[src/logic/lsu_pkg.sv]
// width typedefs, funct3 codes, memory constants and FSM state enums
package lsu_pkg;

    typedef logic [31:0] word_t;      // data or address word
    typedef logic [4:0]  reg_idx_t;
    typedef logic [2:0]  funct3_t;
    typedef logic [3:0]  strobe_t;    // one bit per byte lane

    // load/store width codes
    localparam funct3_t F3_B  = 3'd0;
    localparam funct3_t F3_H  = 3'd1;
    localparam funct3_t F3_W  = 3'd2;
    localparam funct3_t F3_BU = 3'd4;
    localparam funct3_t F3_HU = 3'd5;

    localparam int MEM_WORDS     = 256;
    localparam int MEM_LATENCY   = 2;    // address handshake to rvalid/bvalid
    localparam int MEM_ADDR_BITS = $clog2(MEM_WORDS);
    localparam int LAT_BITS      = $clog2(MEM_LATENCY + 1);

    typedef logic [MEM_ADDR_BITS-1:0] mem_idx_t;
    typedef logic [LAT_BITS-1:0]      lat_cnt_t;

    // AXI channel FSM of the load and store units
    typedef enum logic [1:0] {
        IDLE,
        ADDR,
        WAIT_RESP
    } mem_state_t;

    // data memory response FSM
    typedef enum logic [1:0] {
        S_IDLE,
        S_DELAY,
        S_RESP
    } sram_state_t;

    // stage controller
    typedef enum logic [1:0] {
        ST_IDLE,
        ST_BUSY,
        ST_OUT
    } stage_state_t;

endpackage

[src/logic/lsu_stage_control.sv]
// lsu_stage_control module: pipeline register, stage handshake and result merge
`timescale 1ns/10ps

module lsu_stage_control import lsu_pkg::*; (
    input  logic     clock,
    input  logic     reset,
    input  logic     in_valid,
    output logic     in_ready,
    input  word_t    pc,
    input  word_t    inst,
    input  reg_idx_t rd,
    input  logic     reg_wen,
    input  logic     mem_ren,
    input  logic     mem_wen,
    input  funct3_t  funct3,
    input  word_t    alu_result,
    input  word_t    store_value,
    output logic     out_valid,
    input  logic     out_ready,
    output word_t    pc_out,
    output word_t    inst_out,
    output reg_idx_t rd_out,
    output logic     reg_wen_out,
    output word_t    wb_data,
    output logic     load_start,
    output logic     store_start,
    output word_t    req_addr,
    output funct3_t  req_funct3,
    output word_t    req_store_value,
    input  logic     load_done,
    input  word_t    load_data,
    input  logic     store_done
);

    stage_state_t state;
    logic         accept;
    logic         unit_done;
    logic         is_load;
    word_t        alu_result_q;

    assign accept    = in_valid && in_ready;
    assign unit_done = load_done || store_done;
    assign in_ready  = (state == ST_IDLE);    // one instruction at a time

    // result is offered in the cycle the unit finishes
    assign out_valid = (state == ST_OUT) || (state == ST_BUSY && unit_done);
    assign wb_data   = is_load ? load_data : alu_result_q;
    assign req_addr  = alu_result_q;    // address for memory ops

    always_ff @(posedge clock) begin
        if (accept) begin
            pc_out          <= pc;
            inst_out        <= inst;
            rd_out          <= rd;
            reg_wen_out     <= reg_wen;
            is_load         <= mem_ren;
            req_funct3      <= funct3;
            alu_result_q    <= alu_result;
            req_store_value <= store_value;
        end
    end

    always_ff @(posedge clock) begin
        if (reset) begin
            state       <= ST_IDLE;
            load_start  <= 1'b0;
            store_start <= 1'b0;
        end else begin
            load_start  <= accept && mem_ren;
            store_start <= accept && mem_wen && !mem_ren;    // load wins if both set
            case (state)
                ST_IDLE: begin
                    if (accept) begin
                        state <= (mem_ren || mem_wen) ? ST_BUSY : ST_OUT;
                    end
                end
                ST_BUSY: begin
                    if (unit_done) begin
                        state <= out_ready ? ST_IDLE : ST_OUT;
                    end
                end
                ST_OUT: begin
                    if (out_ready) state <= ST_IDLE;
                end
                default: begin
                    state <= ST_IDLE;
                end
            endcase
        end
    end

endmodule

[config.mk]
export PLATFORM = sky130hd
export DESIGN_NAME = lsu_stage_control
export DESIGN_NICKNAME = d
export VERILOG_FILES = /design/src/logic/lsu_pkg.sv /design/src/logic/lsu_stage_control.sv
export SDC_FILE = /design/constraint.sdc
export NUM_CORES = 1
export LEC_CHECK = 0
export BUFFER_PORTS_ARGS = -buffer_cell sky130_fd_sc_hd__buf_2
export CAP_MARGIN = 20
export CORE_AREA = 2 2 136 138
export CTS_CLUSTER_SIZE = 40
export DETAILED_ROUTE_END_ITERATION = 7
export DIE_AREA = 0 0 138 140
export PLACE_DENSITY = 0.63
export SLEW_MARGIN = 10
export SYNTH_ARGS = -nofsm -noshare
export SYNTH_HDL_FRONTEND = slang
export SYNTH_SLANG_ARGS = --single-unit
[constraint.sdc]
create_clock -name clock -period 9.2 [get_ports clock]
set_input_delay 0.46 -clock clock [delete_from_list [all_inputs] [get_ports clock]]
set_output_delay 0.46 -clock clock [all_outputs]
set_load 0.01 [all_outputs]
# Yosys cells after proc, flatten, opt, wreduce, memory -nomap -nowiden
# Index checks and enable logic that the tools add are counted.
[word_totals]
regBits = 142
latch_bits = 0
mem_bits_rw = 0
rom_bits = 0
in_bits = 177
output_inout_bits = 173
elab_cells = 34
mem_count = 0
[op_classes]
add_sub_neg = 0
n_mul = 0
n_div = 0
magnitude_cmp = 0
n_eq_ne = 5
shifts = 0
n_mux = 7
n_bitwise = 0
reduce_logical = 11
[ops]
columns = ["operator", "count"]
rows = [
  ["$mux W32", 1],
  ["$mux W2", 5],
  ["$pmux W2 S3", 1],
  ["$logic_and A1 B1 Y1", 5],
  ["$ne A2 B2 Y1 const B", 2],
  ["$logic_or A1 B1 Y1", 3],
  ["$reduce_and A3 Y1", 1],
  ["$eq A2 B1 Y1 const B", 1],
  ["$eq A2 B2 Y1 const B", 1],
  ["$logic_not A2 Y1", 1],
  ["$ne A2 B1 Y1 const B", 1],
  ["$logic_not A1 Y1", 1],
]

# Depth between registers and ports, before layout
[logic_depth]
ltp_word = 4
mapped_depth = 3
ltp_nobuf = 3

# Worst setup path before layout
# OpenSTA, ideal clock, no wires.
[synth_timing]
path_type = "register to register"
start = "register state[1]"
end = "register inst_out[0] (enable)"
setup_time_ns = 0.513
t_arrival_ns = 3.856
required_time_ns = 8.687
slack_ns = 4.831
stages_incl_launch_ff = 3
path_buffers = 0
period_less_slack_ns = 4.369
cell_sequence = "dfxtp_1 -> nor2_1 -> and2_1"
[synth_via]
elab_chain_len = 2
[synth_lines]
columns = ["element", "line", "source"]
rows = [
  ["start: declaration", "lsu_stage_control.sv:35", "stage_state_t state;"],
  ["start signal: assignment", "lsu_stage_control.sv:74", "state <= (mem_ren || mem_wen) ? ST_BUSY : ST_OUT;"],
  ["start signal: assignment", "lsu_stage_control.sv:79", "state <= out_ready ? ST_IDLE : ST_OUT;"],
  ["$logic_not A2 Y1", "lsu_stage_control.sv:43", "assign in_ready = (state == ST_IDLE);"],
  ["net in_ready", "lsu_stage_control.sv:8", "output logic in_ready,"],
  ["$logic_and A1 B1 Y1", "lsu_stage_control.sv:41", "assign accept = in_valid && in_ready;"],
  ["end signal: assignment", "lsu_stage_control.sv:53", "inst_out <= inst;"],
  ["end: declaration", "lsu_stage_control.sv:21", "output word_t inst_out,"],
]
# The timed path passes the listed nets, and every way through them passes these cells.
# A chain may end at the register's enable or synchronous reset.

# Worst setup path after layout
[layout_timing]
start = "register state[1]"
end = "register req_store_value[23] (enable)"
[layout_via]
elab_chain_len = 2
[layout_lines]
columns = ["element", "line", "source"]
rows = [
  ["$logic_not A2 Y1", "lsu_stage_control.sv:43", ""],
  ["$logic_and A1 B1 Y1", "lsu_stage_control.sv:41", ""],
  ["end signal: assignment", "lsu_stage_control.sv:59", "req_store_value <= store_value;"],
  ["end: declaration", "lsu_stage_control.sv:29", "output word_t req_store_value,"],
]
# No other way between the ends.

==> out/results.ini <==
[synth]
synth_fp_nets = 372
yosysWarnings = 0
postSynthCellCount = 195
syn_area_per_cell_um2 = 24.14
ys_types = 17
synth_area_um2 = 4707
synth_seq_cells = 142
yosysSeqAreaShare_pct = 89.74

[job]
maxCapViolations = 0

[layout]
fillers = 1658
fin_nets = 738
layout-drive-gt1-share_pct = 71.95
syn2layout_area_growth_pct = 55.18
multiInputGateArea_um2 = 455.4
final_core_util_pct = 41.08
fin_area_um2 = 7305
ff_latch_area_um2 = 4224

[route]
ant_nets = 0
routed_wirelength_um = 13930
num_vias = 3356
drt_iter0_drc = 123
drc = 0
viasPerCell = 4.174
wl_per_cell_um = 17.33
drt_pass1_iterations = 4

[cts]
cts_tree = done
cts_buffers = 17
cts_htree_levels = 4
clkTransAtPathRegs_ns = 0.07
cts_resized = 0
cts.sinks = 142
clock_path_buffers = 2
cts-root-buf = clkbuf_16
cts_hold_buf = 0
cts_setup_buffers = 0
clock_latency_ns = 0.41

[place]
placement.io_buffers = 349
dpl.hpwl_um = 11030
preCtsSetupSlack_ns = 6.527
placed_area_um2 = 6731
gp_congestion = 0.9691

[sta]
hold_viol = 0
rsz0062_at_grt = false
whs_ns = 0.2150
clock_skew_ns = 0.009174
max_freq_mhz = 376.9
post-route-period-util_pct = 28.84
setup_viol = 0
final_max_slew_viol_count = 0
slew_headroom_pct = 37.31
setup_slack_ns = 6.547
tightest_slew_ns = 0.9404
finalCriticalPeriod_ns = 2.653
finalSetupTns_ns = 0

[global_route]
grt_max_degree = 78
grt_pass1_vias = 3706
grt_first_pass_wirelength_um = 20960
overflow = 0
antenna_found_initial = 2
globalRouteTotalUtil_pct = 14.21

[die]
dieArea_um2 = 19320
start_util_pct = 26.47
ios = 350
placementRows = 49
die-width_um = 138
die_h_um = 140
core_area_um2 = 17780

[worst_setup_path]
worst_ep_arrival_time_ns = 2.69
critPathMaxFanout = 77
end_kind = flop
crit_slowest_cell = buf_4
rr_startpoint = state[1]$_SDFFE_PP0P_
worstSetupPathType = reg -> reg
path_cells = nor2_1, and2_4, buf_4
critPathBufInv = 1
crit_family = simple AND/OR/NAND/NOR gates
slowest_delay_ns = 0.83
r2r_slack_ns = 6.55
critPathLaunchType = flop
required_ns = 9.23
critPathLaunch = state[1]$_SDFFE_PP0P_

[power]
max-vdd-ir-drop_v = 0.0001146
power.density_nw_per_um2 = 223.8
p_leak_nw = 3.170

[worst_hold_path]
hold_class = in -> reg
hp-start = pc[20]

[run_status]
outcome = complete, no violations

[per-stage QoR]
step | power, mW | instances
finish | 1.635 | 804
floorplan | 0.8881 | 195
global placement | 0.9966 | 771
CTS | 1.661 | 803
detailed placement | 0.9999 | 771
global route | 1.703 | 804
[power breakdown]
group / switching, mW / internal, mW / total [mW]
logic: 0.106 / 0.0823 / 0.189
clock network: 0.294 / 0.359 / 0.653
registers: 0.0180 / 0.775 / 0.793
total: 0.418 / 1.22 / 1.63
[logic make-up after synthesis]
| logic type | Yosys count | share of synthesized area [%] |
|---|---|---|
| multiplexers | 33 | 7.868 |
| flip-flops | 142 | 89.74 |
| buffers and inverters | 5 | 0.6378 |
| AO/OA/AOI/OAI | 4 | 0.5318 |
| AND/OR/NAND/NOR | 11 | 1.223 |
[final cells by class]
| cell class | count | share of cell area [%] |
|---|---|---|
| Inverter | 1 | 0.05139 |
| Sequential cell | 142 | 57.83 |
| Antenna cell | 1 | 0.03426 |
| Clock inverter | 15 | 1.987 |
| Clock buffer | 17 | 5.824 |
| Timing Repair Buffer | 351 | 24.12 |
| Tap cell | 229 | 3.923 |
| Multi-Input combinational cell | 48 | 6.235 |
[final timing paths]
check             cells past startpoint                             to
setup reg to reg                      3  req_store_value[23]$_DFFE_PN_
setup / recovery                      3  req_store_value[23]$_DFFE_PN_
hold / removal                        1           pc_out[20]$_DFFE_PN_
hold reg to reg                       2          state[0]$_SDFFE_PP0P_
[per-layer routing]
metal / global-route usage (%) / vias to the layer above / share of wire (%)
li1: - / 1512 / -
met1: 14.52 / 1580 / 35
met2: 23.89 / 242 / 50
met3: 8.547 / 22 / 13
met4: 5.424 / 0 / 2.3
met5: 0 / - / 0
[synthesized netlist by cell type, drive strengths merged]
master,number,area share (%)
inv,1,0.080
nand2,1,0.080
nor2,6,0.48
clkbuf,1,0.080
buf,3,0.48
mux2i,1,0.21
a221oi,1,0.19
or4b,1,0.21
edfxtp,138,88
mux2,32,7.7
nor3b,1,0.16
o21ai,2,0.21
and2,1,0.13
dfxtp,4,1.7
o22ai,1,0.13
nand3b,1,0.16
[flip-flops by register name, summed over array words and instances, names as in the netlist]
signal	count
req_funct3	3
is_load	1
pc_out	32
reg_wen_out	1
state	2
req_addr	32
rd_out	5
load_start	1
inst_out	32
store_start	1
req_store_value	32
[layout by cell type, fill, tap and decap left out]
master | Yosys | routed
inv_1 | 1 | 1
and2_4 | 0 | 1
or4b_1 | 1 | 1
mux2_1 | 2 | 2
o21ai_0 | 2 | 2
clkinvlp_4 | 0 | 3
clkinv_8 | 0 | 1
buf_4 | 3 | 2
nor2_1 | 6 | 6
clkbuf_16 | 0 | 17
mux2_2 | 30 | 30
nor3b_1 | 1 | 1
nand3b_1 | 1 | 1
clkinv_4 | 0 | 2
diode_2 | 0 | 1
inv_6 | 0 | 2
edfxtp_1 | 138 | 138
o22ai_1 | 1 | 1
buf_2 | 0 | 349
dfxtp_1 | 4 | 4
inv_8 | 0 | 6
mux2i_1 | 1 | 1
a221oi_1 | 1 | 1
nand2_1 | 1 | 1
clkinv_1 | 0 | 1
Power figures use the tool's default switching activity.
