## src/logic/lsu_pkg.sv

```systemverilog
// width typedefs, funct3 codes, memory constants and FSM state enums
package lsu_pkg;

    typedef logic [31:0] word_t;      // data or address word
    typedef logic [4:0]  reg_idx_t;
    typedef logic [2:0]  funct3_t;
    typedef logic [3:0]  strobe_t;    // one bit per byte lane

    // load/store width codes
    localparam funct3_t F3_B  = 3'd0;
    localparam funct3_t F3_H  = 3'd1;
    localparam funct3_t F3_W  = 3'd2;
    localparam funct3_t F3_BU = 3'd4;
    localparam funct3_t F3_HU = 3'd5;

    localparam int MEM_WORDS     = 256;
    localparam int MEM_LATENCY   = 2;    // address handshake to rvalid/bvalid
    localparam int MEM_ADDR_BITS = $clog2(MEM_WORDS);
    localparam int LAT_BITS      = $clog2(MEM_LATENCY + 1);

    typedef logic [MEM_ADDR_BITS-1:0] mem_idx_t;
    typedef logic [LAT_BITS-1:0]      lat_cnt_t;

    // AXI channel FSM of the load and store units
    typedef enum logic [1:0] {
        IDLE,
        ADDR,
        WAIT_RESP
    } mem_state_t;

    // data memory response FSM
    typedef enum logic [1:0] {
        S_IDLE,
        S_DELAY,
        S_RESP
    } sram_state_t;

    // stage controller
    typedef enum logic [1:0] {
        ST_IDLE,
        ST_BUSY,
        ST_OUT
    } stage_state_t;

endpackage

```

## src/logic/lsu_store_unit.sv

```systemverilog
// lsu_store_unit module: AXI write master with lane-aligned data and strobe
`timescale 1ns/10ps

module lsu_store_unit import lsu_pkg::*; (
    input  logic    clock,
    input  logic    reset,
    input  logic    store_start,
    input  word_t   req_addr,
    input  funct3_t req_funct3,
    input  word_t   req_store_value,
    output logic    store_done,
    output logic    awvalid,
    input  logic    awready,
    output word_t   awaddr,
    output logic    wvalid,
    input  logic    wready,
    output word_t   wdata,
    output strobe_t wstrb,
    input  logic    bvalid,
    output logic    bready
);

    mem_state_t state;
    logic       aw_pend;
    logic       w_pend;
    logic       aw_left;
    logic       w_left;
    logic [1:0] byte_off;
    strobe_t    base_strb;

    assign byte_off = req_addr[1:0];
    assign awaddr   = {req_addr[31:2], 2'b00};
    assign awvalid  = aw_pend;
    assign wvalid   = w_pend;
    assign bready   = (state == WAIT_RESP);

    // still waiting for a handshake after this cycle
    assign aw_left = aw_pend && !awready;
    assign w_left  = w_pend && !wready;

    always_comb begin
        case (req_funct3)
            F3_B:    base_strb = 4'b0001;
            F3_H:    base_strb = 4'b0011;
            default: base_strb = 4'b1111;    // sw
        endcase
    end

    assign wstrb = base_strb << byte_off;
    assign wdata = req_store_value << {byte_off, 3'b000};    // move to byte lane

    always_ff @(posedge clock) begin
        if (reset) begin
            state      <= IDLE;
            aw_pend    <= 1'b0;
            w_pend     <= 1'b0;
            store_done <= 1'b0;
        end else begin
            store_done <= 1'b0;
            case (state)
                IDLE: begin
                    if (store_start) begin
                        state   <= ADDR;
                        aw_pend <= 1'b1;    // AW and W raised together
                        w_pend  <= 1'b1;
                    end
                end
                ADDR: begin
                    aw_pend <= aw_left;
                    w_pend  <= w_left;
                    if (!aw_left && !w_left) state <= WAIT_RESP;
                end
                WAIT_RESP: begin
                    if (bvalid) begin
                        state      <= IDLE;
                        store_done <= 1'b1;
                    end
                end
                default: begin
                    state <= IDLE;
                end
            endcase
        end
    end

endmodule

```

## config.mk

```make
export PLATFORM = sky130hd
export DESIGN_NAME = lsu_store_unit
export DESIGN_NICKNAME = d
export VERILOG_FILES = /design/src/logic/lsu_pkg.sv /design/src/logic/lsu_store_unit.sv
export SDC_FILE = /design/constraint.sdc
export NUM_CORES = 1
export LEC_CHECK = 0
export BUFFER_PORTS_ARGS = -buffer_cell sky130_fd_sc_hd__buf_4
export CORE_MARGIN = 3
export CORE_UTILIZATION = 30
export DETAILED_ROUTE_END_ITERATION = 10
export GPL_TIMING_DRIVEN = 0
export PLACE_DENSITY = 0.79
export SLEW_MARGIN = 20
export SYNTH_ARGS = -nofsm -noshare
export SYNTH_HDL_FRONTEND = slang
export SYNTH_SLANG_ARGS = --single-unit
```

## constraint.sdc

```tcl
create_clock -name clock -period 2.36 [get_ports clock]
set_clock_uncertainty 0.2 [all_clocks]
set_input_delay 0.118 -clock clock [delete_from_list [all_inputs] [get_ports clock]]
set_output_delay 0.118 -clock clock [all_outputs]
set_load 0.02 [all_outputs]
```

# Yosys cells after proc, flatten, opt, wreduce, memory -nomap -nowiden
# Cells that the tools add are included.
totals:
  register_bits: 5
  input_bits: 73
  out_inout_bits: 72
  word_cells: 35
op_classes:
  eq_ne: 6
  shifts: 2
  n_mux: 9
  bitwise_logic: 1
  n_reduce_logical: 13
ops:
  columns: ["cell", "n"]
  rows:
  - ["$shl 32x5->32", 1]
  - ["$pmux 4 s2", 1]
  - ["$mux 2", 3]
  - ["$ne 2x2->1 const B", 3]
  - ["$pmux 2 s3", 1]
  - ["$logic_not 1->1", 4]
  - ["$pmux 1 s2", 2]
  - ["$shl 4x2->4", 1]
  - ["$eq 3x1->1 const B", 1]
  - ["$logic_and 1x1->1", 3]
  - ["$logic_not 3->1", 1]
  - ["$reduce_and 3->1", 1]
  - ["$eq 2x1->1 const B", 1]
  - ["$eq 2x2->1 const B", 1]
  - ["$logic_not 2->1", 1]
  - ["$mux 1", 2]
  - ["$reduce_and 2->1", 1]
  - ["$reduce_bool 2->1", 1]
  - ["$reduce_or 2->1", 1]
  - ["$not 1->1", 1]

# Longest topological paths before layout
logic_depth:
  word_depth: 6
  depth_mapped: 3
  depth_no_buf: 2

# Least setup slack after synthesis
# No wires, ideal clock.
synth_path:
  kind: "input to output"
  start: "input port req_addr[0]"
  end: "output port wdata[31]"
  arrival_ns: 0.927
  required_ns: 2.042
  setup_slack_ns: 1.115
  stages: 3
  n_path_buf: 2
  path_cell_list: "buf_4 buf_2 mux2i_1"
synth_via:
  elab_chain_cells: 1
synth_lines:
  columns: ["item", "line", "text"]
  rows:
  - ["start, declared", "lsu_store_unit.sv:8", "input word_t req_addr,"]
  - ["$shl 32x5->32", "lsu_store_unit.sv:50", "assign wdata = req_store_value << {byte_off, 3'b000};"]
  - ["end, declared", "lsu_store_unit.sv:17", "output word_t wdata,"]
# Every way passes these cells.

# Final worst setup path
layout_path:
  start: "input port bvalid"
  end: "register state[1]"
layout_via:
  elab_chain_cells: 2
layout_lines:
  columns: ["item", "line", "text"]
  rows:
  - ["start, declared", "lsu_store_unit.sv:19", "input logic bvalid,"]
  - ["$ne 2x2->1 (no line)", null, null]
  - ["$reduce_and 3->1 (no line)", null, null]
  - ["end signal, assigned", "lsu_store_unit.sv:54", "state <= IDLE;"]
  - ["end signal, assigned", "lsu_store_unit.sv:63", "state <= ADDR;"]
  - ["end signal, assigned", "lsu_store_unit.sv:71", "if (!aw_left && !w_left) state <= WAIT_RESP;"]
  - ["end, declared", "lsu_store_unit.sv:23", "mem_state_t state;"]
# Every way passes these cells.
# A chain may end at the register's enable or synchronous reset.

==> implementation parameters <==
Parameter                              Value

Power
  Combinational Power Share ... 68.9%
  Worst vdd rail ir drop ... 0.1839 mV
  Power per cell area ... 330.6 nW/um^2
  Internal power component ... 389.7 uW
  Reported leakage power ... 1.126 nW
  Sequential Power Share ... 15.6%
  Part of the power in the clock network ... 15.6%
  Total power draw ... about 660 uW
  Net switching fraction of the power ... about two fifths
  Switching power ... 272.6 uW

Synthesis
  EDFF count, synth ... 0
  Number of synthesized register bits ... 5
  Yosys Warn Count ... 0
  Average footprint of a synthesized cell ... 8.071 sq um
  Most instantiated flip-flop cell in the synthesis netlist ... sky130_fd_sc_hd__dfxtp_1
  Post-Syn Instances ... 131
  Post-synth ARST share ... 0%
  Share of the yosys chip area belonging to registers ... 9.467%
  Library cells used by synthesis ... 25
  Area of the mapped netlist ... 1057 sq um

Final layout
  Fraction of final layout cells with drive strength greater than 1 ... between 60 and 70%
  Post-layout util ... 62.54%
  Synthesis-to-finish area growth ... 89.47%
  Most frequent standard cell in the layout excluding fill and tap cells ... sky130_fd_sc_hd__buf_4
  Total Nets Final ... between 300 and 400
  Summed area of non-filler cells in the final layout ... 2003 sq um
  Count of placed standard cells in the final layout, fillers left out ... 294
  Top library cells by usage in the layout, fill and taps aside ... 146 x sky130_fd_sc_hd__buf_4, 32 x sky130_fd_sc_hd__mux2i_1, 12 x sky130_fd_sc_hd__nor2_1, 8 x sky130_fd_sc_hd__and2_1, 7 x sky130_fd_sc_hd__o2bb2ai_1
  Ant. Diodes ... 0

Floorplan
  Floorplan die height ... 65.37 um
  Overall die area ... 4273 sq um
  Std cell rows ... 20
  Die outline width ... ~65 um
  Floorplan Core Area ... ~3200 sq um
  Number of ports placed on the die boundary ... approximately 150
  Effective utilization at floorplan ... 33.01%

Drt
  Final WL ... 4189 um
  Average via count per standard cell ... between 4 and 5
  Drc violations ... 0
  Remaining antenna violation count ... 0
  First DRT Iteration DRCs ... 17
  Pre-Repair DR Iteration Count ... 4
  DR WL/cell ... 14.25 um
  Total number of vias ... 1365

Worst setup path
  Cell with the largest stage delay on the worst path ... sky130_fd_sc_hd__dlygate4sd3_1
  Number of cells on the worst reg-to-reg path ... 2
  Critical Path AT ... 1.41 ns
  Worst path required time ... 2.33 ns
  Worst setup SP type ... primary input
  Max stage delay on crit path ... 0.54 ns
  Cell-by-cell trace of the critical path ... dlygate4sd3_1 -> buf_4 -> or4b_1 -> o31ai_2
  CP max FO ... 2
  Kind of end point of the critical path ... flip-flop
  Critical Setup Path Class ... primary input to flip-flop

Timing
  Worst Tran Pin Value ... around 0.61 ns
  Time the final worst path needs with I/O delays and setup ... 1.446 ns
  Setup Viol. Count Final ... 0
  Final number of max-transition violations ... 0
  Headroom to the max-slew limit ... 58.86%
  Unrepaired setup endpoints after global routing ... false
  Total negative slack ... 0 ns
  Final worst-path cycle share ... 61.27%
  Hold Slack ... 0.009427 ns
  Final Hold Fails ... 0
  Max Clk Rate ... around 690 MHz
  Post-route setup slack ... 0.9140 ns

Placed design
  Number of buffers inserted by port buffering ... 112
  Worst slack after detailed placement ... a little over 0.9 ns
  DP Area ... about 2000 sq um
  Placed instance count ... 288
  DP HPWL ... 3377 um
  Final weighted congestion in routability-driven placement ... 0.7693

Global routing
  Wire length of the first global-routing pass ... between 6000 and 7000 um
  Pin count of the biggest net entering global routing ... 11
  Initial antenna violation count ... 0
  Global router's overall resource usage ... around 18%
  Gr ovfl total ... 0
  Via count of the first global-routing pass ... 1351

CTS
  Clock edge transition at the registers on the reported setup and hold paths ... 0.05 ns
  Number of buffers inserted during clock tree synthesis ... 3
  Resize count post-CTS ... 0
  Number of hold buffers added after CTS ... 2
  # clock sinks ... 5
  Skew-Pair Late Insertion Delay ... 0.25 ns
  Maximum clock insertion buffer count ... 2
  # H-tree levels ... 1
  Cell at the root of the clock tree ... sky130_fd_sc_hd__clkbuf_4
  Setup Buffers After CTS ... 0
  TritonCTS clock tree ... built

Worst hold path
  Tightest Hold Check Type ... primary input to flip-flop
  Hold Crit Depth ... 3

Job
  Count of max-cap constraint violations ... 0

Outcome
  Result of the run ... finished, final reports clean
## synthesized netlist by cell type (all sizes together) (2+ instances only)
| cell type | count | area, sq um |
|---|---|---|
| buf | 38 | 275.3 |
| mux2i | 32 | 320.3 |
| and3b | 3 | 26.28 |
| nor2b | 5 | 31.28 |
| a2111oi | 3 | 38.79 |
| nand2 | 2 | 7.510 |
| inv | 3 | 11.26 |
| dfxtp | 5 | 100.1 |
| and2 | 8 | 50.05 |
| nor2 | 12 | 45.04 |
| o2bb2ai | 7 | 61.31 |
| a21oi | 2 | 10.01 |
## registers in the layout (all words and copies together), names as in the netlist
signal	count
wvalid	1
awvalid	1
state	2
store_done	1
## power groups by stage
stage	sequential [mW]	combinational, mW	clock [mW]
floorplan	0.107	0.247	0
global placement	0.104	0.452	0
detailed placement	0.105	0.455	0
CTS	0.103	0.460	0.105
global route	0.106	0.486	0.110
finish	0.103	0.456	0.103
## routing by layer
| metal | GRT usage, % | part of all wire [%] | wire, um |
|---|---|---|---|
| met3 | 3.077 | 10 | 430 |
| met5 | 0 | 0 | 0 |
| met4 | 5.181 | 1.5 | 61 |
| met2 | 34.51 | 52 | 2179 |
| met1 | 20.41 | 36 | 1518 |
## worst max-delay path: cells and delay by family
family          cells  cell delay, ns
simple gates        1            0.54
compound gates      1            0.08
buf+inv             2            0.68
## area by class of cell
class                   instances  area, sq um
fillers                       319         1200
repair buffers                114        860.8
multi-input cells              85        670.6
plain buffers                  39        279.0
flip-flops and latches          5        100.1
well taps                      44        55.05
clock buffers                   4        26.28
inverters                       3        11.26
## path summary, 6_finish.rpt
path	from	endpoint	slack [ns]
hold / removal	store_start	state[0]	0.009
setup reg to reg	state[0]	state[1]	1.07
setup / recovery	bvalid	state[1]	0.91
hold reg to reg	wvalid	wvalid	0.31
## cells by family (layout without fill, tap and decap cells)
kind of cell | Yosys count | count (layout) | synth area share (%)
buffers and inverters | 42 | 160 | 27.45
and+or+nand+nor | 35 | 35 | 18.82
muxes | 32 | 32 | 30.30
AOI/OAI and AO/OA | 16 | 16 | 13.61
DFF | 5 | 5 | 9.468
other | 1 | 2 | 0.3547
Note: power is estimated with default switching activity, not from simulation.
