--- src/logic/lsu_pkg.sv ---
// width typedefs, funct3 codes, memory constants and FSM state enums
package lsu_pkg;

    typedef logic [31:0] word_t;      // data or address word
    typedef logic [4:0]  reg_idx_t;
    typedef logic [2:0]  funct3_t;
    typedef logic [3:0]  strobe_t;    // one bit per byte lane

    // load/store width codes
    localparam funct3_t F3_B  = 3'd0;
    localparam funct3_t F3_H  = 3'd1;
    localparam funct3_t F3_W  = 3'd2;
    localparam funct3_t F3_BU = 3'd4;
    localparam funct3_t F3_HU = 3'd5;

    localparam int MEM_WORDS     = 256;
    localparam int MEM_LATENCY   = 2;    // address handshake to rvalid/bvalid
    localparam int MEM_ADDR_BITS = $clog2(MEM_WORDS);
    localparam int LAT_BITS      = $clog2(MEM_LATENCY + 1);

    typedef logic [MEM_ADDR_BITS-1:0] mem_idx_t;
    typedef logic [LAT_BITS-1:0]      lat_cnt_t;

    // AXI channel FSM of the load and store units
    typedef enum logic [1:0] {
        IDLE,
        ADDR,
        WAIT_RESP
    } mem_state_t;

    // data memory response FSM
    typedef enum logic [1:0] {
        S_IDLE,
        S_DELAY,
        S_RESP
    } sram_state_t;

    // stage controller
    typedef enum logic [1:0] {
        ST_IDLE,
        ST_BUSY,
        ST_OUT
    } stage_state_t;

endpackage

--- src/logic/lsu_load_unit.sv ---
// lsu_load_unit module: AXI read master with lane select and funct3 extension
`timescale 1ns/10ps

module lsu_load_unit import lsu_pkg::*; (
    input  logic    clock,
    input  logic    reset,
    input  logic    load_start,
    input  word_t   req_addr,
    input  funct3_t req_funct3,
    output logic    load_done,
    output word_t   load_data,
    output logic    arvalid,
    input  logic    arready,
    output word_t   araddr,
    input  logic    rvalid,
    output logic    rready,
    input  word_t   rdata
);

    mem_state_t  state;
    logic [1:0]  byte_off;
    logic [7:0]  byte_val;
    logic [15:0] half_val;
    word_t       ext_data;

    assign byte_off = req_addr[1:0];
    assign araddr   = {req_addr[31:2], 2'b00};    // word aligned
    assign arvalid  = (state == ADDR);
    assign rready   = (state == WAIT_RESP);

    always_comb begin
        byte_val = rdata[{byte_off, 3'b000} +: 8];
        half_val = byte_off[1] ? rdata[31:16] : rdata[15:0];
        case (req_funct3)
            F3_B: begin
                ext_data = {{24{byte_val[7]}}, byte_val};
            end
            F3_H: begin
                ext_data = {{16{half_val[15]}}, half_val};
            end
            F3_W: begin
                ext_data = rdata;
            end
            F3_BU: begin
                ext_data = {24'd0, byte_val};
            end
            F3_HU: begin
                ext_data = {16'd0, half_val};
            end
            default: begin
                ext_data = '0;    // not a load code
            end
        endcase
    end

    always_ff @(posedge clock) begin
        if (reset) begin
            state     <= IDLE;
            load_done <= 1'b0;
        end else begin
            load_done <= 1'b0;
            case (state)
                IDLE: begin
                    if (load_start) state <= ADDR;
                end
                ADDR: begin
                    if (arready) state <= WAIT_RESP;    // AR handshake
                end
                WAIT_RESP: begin
                    if (rvalid) begin
                        state     <= IDLE;
                        load_done <= 1'b1;
                    end
                end
                default: begin
                    state <= IDLE;
                end
            endcase
        end
    end

    // held until the next load returns
    always_ff @(posedge clock) begin
        if (state == WAIT_RESP && rvalid) load_data <= ext_data;
    end

endmodule

--- config.mk ---
export PLATFORM = sky130hd
export DESIGN_NAME = lsu_load_unit
export DESIGN_NICKNAME = d
export VERILOG_FILES = /design/src/logic/lsu_pkg.sv /design/src/logic/lsu_load_unit.sv
export SDC_FILE = /design/constraint.sdc
export NUM_CORES = 1
export LEC_CHECK = 0
export BUFFER_PORTS_ARGS = -buffer_cell sky130_fd_sc_hd__clkbuf_2
export CORE_MARGIN = 1.5
export CORE_UTILIZATION = 37
export CTS_CLUSTER_SIZE = 28
export DETAILED_ROUTE_END_ITERATION = 7
export PLACE_DENSITY = 0.76
export SETUP_SLACK_MARGIN = 0.1
export SYNTH_ARGS = -nofsm -noshare
export SYNTH_HDL_FRONTEND = slang
export SYNTH_SLANG_ARGS = --single-unit
--- constraint.sdc ---
create_clock -name clock -period 1.6 [get_ports clock]
set_input_delay 0.16 -clock clock [delete_from_list [all_inputs] [get_ports clock]]
set_output_delay 0.16 -clock clock [all_outputs]
set_load 0.02 [all_outputs]
# Word-level counts from Yosys, hierarchy flattened
# Index checks and enable logic that the tools add are counted.
# op_classes
eq_ne	9
bitwise	1
n_shift	1
muxes	7
reduce_logical	5
# op_table
cell	n
$pmux W32 S5	1
$shiftx A32 B6 Y8	1
$mux W16	1
$eq A3 B3 Y1 const B	2
$mux W2	3
$pmux W2 S3	1
$ne A2 B2 Y1 const B	2
$eq A3 B1 Y1 const B	1
$eq A3 B2 Y1 const B	1
$logic_not A3 Y1	1
$reduce_and A3 Y1	1
$eq A2 B1 Y1 const B	1
$eq A2 B2 Y1 const B	1
$logic_not A2 Y1	1
$ne A2 B1 Y1 const B	1
$reduce_or A2 Y1	1
$logic_and A1 B1 Y1	1
$mux W1	1
$not A1 Y1	1
# word_totals
out_inout_bits	67
register_bits	35
input_bits	72

# Depth between registers and ports, before layout
# Gate-level depths: netlist (run 1).
# logic_depth
depth_word	3
mapped_depth	5
mapped_depth_nobuf	3

# Worst setup path before layout (run 1)
# OpenSTA, ideal clock, no wires.
# synth_path
path_type	register -> register
startpoint	register state[1]
endpoint	register load_data[0], enable pin
required_time_ns	1.208
stages_incl_launch_ff	3
n_path_buf	0
arrival_ns	1.614
slack_ns	-0.406
cell_sequence	dfxtp_1 -> nor2b_1 -> and2_1
# synth_via
elab_chain_len	2
# synth_lines
item	line_no	text
start: declaration	lsu_load_unit.sv:20	mem_state_t state;
start signal: assignment	lsu_load_unit.sv:58	state <= IDLE;
start signal: assignment	lsu_load_unit.sv:64	if (load_start) state <= ADDR;
start signal: assignment	lsu_load_unit.sv:67	if (arready) state <= WAIT_RESP;
$eq A2 B2 Y1	-	
named net rready	lsu_load_unit.sv:16	output logic rready,
$logic_and A1 B1 Y1	lsu_load_unit.sv:84	if (state == WAIT_RESP && rvalid) load_data <= ext_data;
end signal: assignment	lsu_load_unit.sv:84	
end: declaration	lsu_load_unit.sv:11	output word_t load_data,
# The timed path passes the listed nets, and every way through them passes these cells.
# A chain may end at the register's enable or synchronous reset.

# Worst setup path after layout (run 1)
# layout_path
startpoint	register state[1]
endpoint	register load_data[27], enable pin
# layout_via
elab_chain_len	2
# layout_lines
item	line_no
$eq A2 B2 Y1	lsu_load_unit.sv:84
$logic_and A1 B1 Y1	lsu_load_unit.sv:84
# No other way between the ends.

==> flow_summary_export.csv, run 1 <==
group,metric,value,unit
run_status,run_status,"finished, final reports clean",
clock_tree,cts.root.buffer_cell,"clkbuf_8",
synth,synthTopCellsByCount,"buf_4 (33), edfxtp_1 (32), a21o_1 (16)",
worst_setup_path,critPathCaptureType,"flip-flop",
global_route,global_route.overflow_total,0,
sta,worst_slack_setup_final,265,ps
global_route,grt_start_max_net_pins,34,
clock_tree,cts_inserted_buffers,5,
floorplanning,ioPinCount,139,
worst_setup_path,flop2flop_setup_slack,260,ps
synth,synth_warnings,0,
sta,final_hold_viol_count,0,
worst_setup_path,worstPathArrival,1270,ps
clock_tree,number_of_buffers_added_for_setup_after_cts,0,
sta,worst_slew_pin_slew,888,ps
route,detailedRoute.firstIterationViolations,87,
sta,hold_slack,60.0,ps
worst_setup_path,critPathCapture,"load_data[27]$_DFFE_PP_",
cells_and_area,drive_above_1_share,49.1,%
clock_tree,clock_tree.htree_level_count,2,
worst_setup_path,timing.critical_path.fanout_max,33,
placement,post-place-cells,278,
floorplanning,dieWidth,76.5,um
worst_setup_path,cp_peak_stage_delay,440,ps
worst_setup_path,reg2reg_to,"load_data[27]$_DFFE_PP_",
cells_and_area,nFillCells,470,
clock_tree,tritoncts,"built",
global_route,number_of_global_route_vias_before_repair,1456,
sta,final-max-slew-violation-count,0,
synth,synth.top_cells.by_area,"edfxtp_1 (48%), buf_4 (12%), a21o_1 (6.0%)",
floorplanning,die_area,5860,um^2
worst_setup_path,r2r-start,"state[1]$_SDFFE_PP0P_",
sta,timing.final.crit_share,83.4,%
route,post-route-drc-count,0,
route,detail_route.first_pass.iterations,4,
worst_setup_path,crit_path_start_kind,"flip-flop",
clock_tree,skew_pair_late_insertion_delay,290,ps
clock_tree,cts.clk_slew.worst_paths,70,ps
placement,gpl.final_weighted_congestion,0.812,
global_route,initial_antenna_violation_count,0,
cells_and_area,nets,287,
global_route,grt_util_all_layers,16.1,%
pwr,static_leakage,1.09,nW
worst_setup_path,ff2ff_path_depth,2,
synth,postSynthAreaPerCell,12.3,um^2
synth,edff_count_synth,32,
worst_setup_path,worstPathRequired,1540,ps
placement,io_buffer_count,76,
sta,skew,8.75,ps
synth,synth_sequential_area_ratio,51.0,%
sta,fmax,749,MHz
clock_tree,cts.hold.buffers_added,0,
pwr,power.ir.vdd_worst,0.000312,V
worst_setup_path,slowest_stage,"and2_4",
synth,synth.distinct_cells,33,
worst_setup_path,crit_chain,"nor2b_2 > and2_4",
placement,detailedPlace.worstSlack,44.4,ps
route,detailroute.via_count,1466,
cells_and_area,finish.cell_count_without_fillers,286,
route,detail-route-antenna-nets,0,
synth,postSynthRegisterBits,35,
job,number_of_max_capacitance_violations_reported,0,
synth,async_reset_ff_share,0,%
sta,setup_viol_count_final,0,
worst_setup_path,critical_path_startpoint,"state[1]$_SDFFE_PP0P_",
sta,max_slew_margin,40.7,%
cells_and_area,insertedDiodeCount,0,
floorplanning,floorplan.rows,26,
placement,dpl.hpwl,3.51,mm
synth,synth.largest_area_cell,"edfxtp_1",
min_path,min-delay-path-class,"in -> reg",
worst_setup_path,critical_path_class,"reg -> reg",
clock_tree,post_cts_resize_count,0,
cells_and_area,p_r_area_growth_vs_syn,18.0,%
pwr,power,0.00200,W
clock_tree,numClockSinks,35,
sta,rsz_0062_raised_after_global_routing,"no",
route,vias_per_cell,5.13,
floorplanning,die_height,76.5,um
synth,synthesis.area,2000,um^2
synth,synthFlopType,"edfxtp_1",
global_route,global_route_wire_length_before_repair,7.18,mm
clock_tree,clockBufferDepth,2,
floorplanning,fp.coreArea,5170,um^2
sta,finalCriticalPeriod,1340,ps
synth,synthMostInstantiatedCell,"buf_4",
route,finalWirelength,4.67,mm
floorplanning,start_util,38.7,%
pwr,power_per_cell_area,845,nW/um^2
route,wl_per_cell,16.3,um
sta,setup-tns-final,0,ps
synth,postSynthCellCount,163,
synth,post-synth-top-area-fraction,48.0,%
-- registers in the layout, summed over array words and instances (netlist names) --
signal and flops:
state 2, load_data 32, load_done 1
-- cells by family after synthesis --
family,share of synthesized area [%]
AND/OR/NAND/NOR,8.26
buffers and inverters,14.9
flip-flops,51.0
other,0.187
AO/OA/AOI/OAI,18.4
multiplexers,7.25
-- layout by cell type (no fill, tap or decap), drive strengths merged --
cell    count
mux2i       4
mux4        1
nand3b      1
and2        1
nor2b      11
a21o       16
mux2        7
a22oi       6
clkinv      1
a22o        1
a221o       9
o32ai       2
nor3        3
nand3       1
edfxtp     32
buf         8
or4         1
nand2b      1
clkbuf     83
nor2        2
dfxtp       3
inv         3
a21oi       5
or2         1
nor3b       3
conb        2
o21ai       7
nand2       1
-- stage by stage --
step | utilization (%) | area (um^2)
6_report | 45.6 | 2360
5_1_grt | 45.6 | 2360
4_1_cts | 45.6 | 2360
3_5_place_dp | 43.9 | 2270
3_3_place_gp | 43.9 | 2270
2_1_floorplan | - | 2010
-- how the worst min path moves through the flow --
stage,slack (ps),end,cells past startpoint,from
floorplan,230,load_done$_SDFF_PP0_,1,reset
global placement,320,araddr[16],0,req_addr[16]
detailed placement,320,araddr[16],0,req_addr[16]
CTS,60,state[1]$_SDFFE_PP0P_,2,reset
global route,80,state[1]$_SDFFE_PP0P_,2,reset
finish,60,load_done$_SDFF_PP0_,2,reset
-- area by class of cell --
cell class | count | area, um^2 | area share [%]
clock inverter | 1 | 5.00 | 0.212
inverter | 3 | 11.3 | 0.477
timing repair buffer | 84 | 453 | 19.2
tap | 70 | 87.6 | 3.71
clock buffer | 7 | 86.3 | 3.66
sequential | 35 | 1020 | 43.2
multi-input combinational | 86 | 697 | 29.5
-- per-layer routing --
| layer | up-vias | share of wire, % | wire length, um | GRT usage, % |
|---|---|---|---|---|
| met5 | - | 0 | 0 | 0 |
| met4 | 0 | 3.5 | 163 | 9.81 |
| met3 | 23 | 11 | 500 | 5.87 |
| met2 | 83 | 47 | 2210 | 25.4 |
| met1 | 679 | 38 | 1800 | 18.6 |
| li1 | 681 | - | - | - |
-- where the power goes --
group	leakage (nW)	internal, W	switching, W	total, W
clock network	0.0482	0.000347	0.000312	0.000659
logic	0.717	0.000147	0.000162	0.000309
registers	0.322	0.00102	0.00000530	0.00103
-- worst max-delay path, delay by kind of cell, from the launching register on --
family | cells | cell delay (ps)
flops | 1 | 350
simple gates | 2 | 630
Power figures use the tool's default switching activity.
==> run 2, diff against run 1 <==
- ABC_AREA: not set -> 1
- CORE_UTILIZATION: 37 -> 43
- PLACE_DENSITY: 0.76 -> 0.81
- clock period: 1.6 -> 1.3 ns (I/O delays scaled with it)
==> flow_summary_export.csv, run 2 <==
group,metric,value,unit
route,route.met2.wl,2.60,mm
floorplanning,die_height,74.9,um
worst_setup_path,crit_chain,"inv_2 > nor2_1 > buf_4",
worst_setup_path,timing.critical_path.fanout_max,3,
worst_setup_path,r2r-start,"state[0]$_SDFFE_PP0P_",
synth,synth.largest_area_cell,"edfxtp_1",
sta,timing.final.crit_share,86.7,%
global_route,global_route.overflow_total,0,
route,topRoutingLayerUsed,"met4",
clock_tree,cts.clk_slew.worst_paths,70,ps
global_route,number_of_global_route_vias_before_repair,1725,
route,vias_per_cell,4.61,
synth,postSynthCellCount,278,
clock_tree,clock_tree.htree_level_count,2,
cells_and_area,drive_above_1_share,33.1,%
route,detail-route-antenna-nets,0,
synth,synthFlopType,"edfxtp_1",
cells_and_area,biggestRegsByFlops,"load_data x32, state x2, load_done x1",
floorplanning,fp.coreArea,4850,um^2
worst_setup_path,flop2flop_setup_slack,200,ps
worst_setup_path,ff2ff_path_depth,4,
global_route,grt_start_max_net_pins,33,
cells_and_area,layout.cells.most_common_list,"nand2_1 (76), clkbuf_2 (75), inv_1 (40)",
synth,synthMostInstantiatedCell,"nand2_1",
cells_and_area,fin_util,52.6,%
synth,synthMuxAreaShare,0,%
floorplanning,die_area,5610,um^2
sta,hold_slack,28.3,ps
global_route,grt_util_all_layers,19.7,%
synth,edff_count_synth,32,
min_path,hp-start,"reset",
route,post-route-drc-count,0,
sta,rsz_0062_raised_after_global_routing,"no",
cells_and_area,nets,400,
run_status,run_status,"finished, final reports clean",
synth,postSynthAreaPerCell,7.99,um^2
pwr,power_per_cell_area,932,nW/um^2
sta,skew,5.31,ps
cells_and_area,p_r_area_growth_vs_syn,14.7,%
synth,post-synth-top-area-fraction,43.2,%
placement,io_buffer_count,76,
cells_and_area,largest-register,"load_data",
placement,gpl.final_weighted_congestion,0.853,
min_path,min-delay-path-class,"in -> reg",
route,detailedRoute.firstIterationViolations,130,
placement,dpl.hpwl,4.03,mm
synth,async_reset_ff_share,0,%
route,dr_wl_met3,440,um
placement,dpl-instance-area,2460,um^2
floorplanning,start_util,45.8,%
synth,synth.top_cells.by_area,"edfxtp_1 (43%), nand2_1 (13%), buf_4 (11%)",
worst_setup_path,slowest_stage,"dfxtp_2",
floorplanning,ioPinCount,139,
synth,post_synth_xor_area_fraction,0,%
sta,final-max-slew-violation-count,0,
worst_setup_path,critical_path_class,"reg -> out",
sta,final_hold_viol_count,0,
cells_and_area,finished_cell_area,2550,um^2
worst_setup_path,worstPathRequired,1170,ps
clock_tree,clockBufferDepth,2,
route,detail_route.first_pass.iterations,4,
synth,synth-compound-area-share,5.91,%
clock_tree,skew_pair_late_insertion_delay,280,ps
sta,max_slew_margin,56.0,%
worst_setup_path,cp_peak_stage_delay,330,ps
global_route,global_route_wire_length_before_repair,8.07,mm
synth,synthesis.area,2220,um^2
synth,synthTopCellsByCount,"nand2_1 (77), inv_1 (41), buf_4 (34)",
min_path,hold-path-cell-count,2,
clock_tree,cts_inserted_buffers,5,
synth,dominant_combinational_cell_family_by_area_after_synthesis,"simple AND/OR/NAND/NOR gates",
synth,synth_warnings,0,
cells_and_area,largest_register_ffs,32,
sta,finalCriticalPeriod,1130,ps
global_route,initial_antenna_violation_count,0,
clock_tree,tritoncts,"built",
clock_tree,numClockSinks,35,
synth,synth.distinct_cells,24,
sta,setup_viol_count_final,0,
sta,worst_slew_pin_slew,654,ps
synth,postSynthRegisterBits,35,
worst_setup_path,crit_path_start_kind,"flip-flop",
clock_tree,cts.root.buffer_cell,"clkbuf_8",
synth,yosys.area_share.simple,26.8,%
synth,synth_sequential_area_ratio,45.9,%
floorplanning,dieWidth,74.9,um
route,finalWirelength,5.17,mm
synth,synth_adder_area_share,0,%
route,detailroute.via_count,1824,
worst_setup_path,worstPathArrival,1000,ps
worst_setup_path,critPathCaptureType,"primary output",
min_path,hold-path-endpoint,"state[0]$_SDFFE_PP0P_",
job,number_of_max_capacitance_violations_reported,0,
worst_setup_path,reg2reg_to,"load_data[19]$_DFFE_PP_",
pwr,power.ir.vdd_worst,0.000363,V
route,met1Wirelength,1.99,mm
route,wl_per_cell,13.1,um
cells_and_area,layout_commonest_cell,"nand2_1",
clock_tree,cts.hold.buffers_added,0,
pwr,static_leakage,1.37,nW
sta,fmax,887,MHz
floorplanning,floorplan.rows,25,
cells_and_area,insertedDiodeCount,0,
==> run 2: where the power goes <==
group	leakage, nW	total [W]	internal, W	switching, W
clock	0.0422	0.000745	0.000376	0.000369
combinational	1.01	0.000371	0.000141	0.000230
sequential	0.319	0.00126	0.00125	0.00000536
total	1.37	0.00237	0.00177	0.000604
==> run 2: metal layers <==
metal	vias up	GRT usage, %
li1	931	-
met1	784	23.0
met2	93	32.8
met3	16	3.88
met4	0	12.9
met5	-	0
==> run 2: logic make-up after synthesis <==
logic type,after synthesis
AO/OA/AOI/OAI,23
buffers and inverters,82
flip-flops,35
other,1
AND/OR/NAND/NOR,137
==> run 2: worst max-delay path, delay by kind of cell, from the launching register on <==
family | cells | cell delay (ps)
simple gates | 1 | 160
buf+inv | 2 | 230
flops | 1 | 330
==> run 2: worst max-delay path by stage <==
stage,start,cells past startpoint,endpoint
global placement,req_addr[1],9,load_data[24]$_DFFE_PP_
CTS,state[0]$_SDFFE_PP0P_,3,arvalid
finish,state[0]$_SDFFE_PP0P_,3,arvalid
detailed placement,req_addr[1],9,load_data[25]$_DFFE_PP_
floorplan,state[0]$_SDFFE_PP0P_,3,load_data[0]$_DFFE_PP_
global route,state[0]$_SDFFE_PP0P_,3,arvalid
==> run 2: per-stage QoR <==
step                      std cells  setup WS (ps)  TNS (ps)  total power, W
after global routing            396            102         0         0.00250
after CTS                       396            137         0         0.00240
after floorplan                 279          -35.4     -1130         0.00165
after global placement          388           33.5         0         0.00164
after detailed placement        388          -6.10     -12.8         0.00165
final                           396            173         0         0.00237
==> run 2: area by class of cell <==
cell class | instances | area [um^2]
fill | 462 | 2300
clock inverter | 1 | 5.00
tap | 67 | 83.8
sequential | 35 | 1020
timing repair buffer | 82 | 453
multi-input combinational | 162 | 749
inverter | 42 | 158
clock buffer | 7 | 76.3
==> run 2: repair_timing <==
item	4_1_cts	5_1_grt
resized for setup	0	2
setup buffers	0	0
setup endpoints to repair	0	1
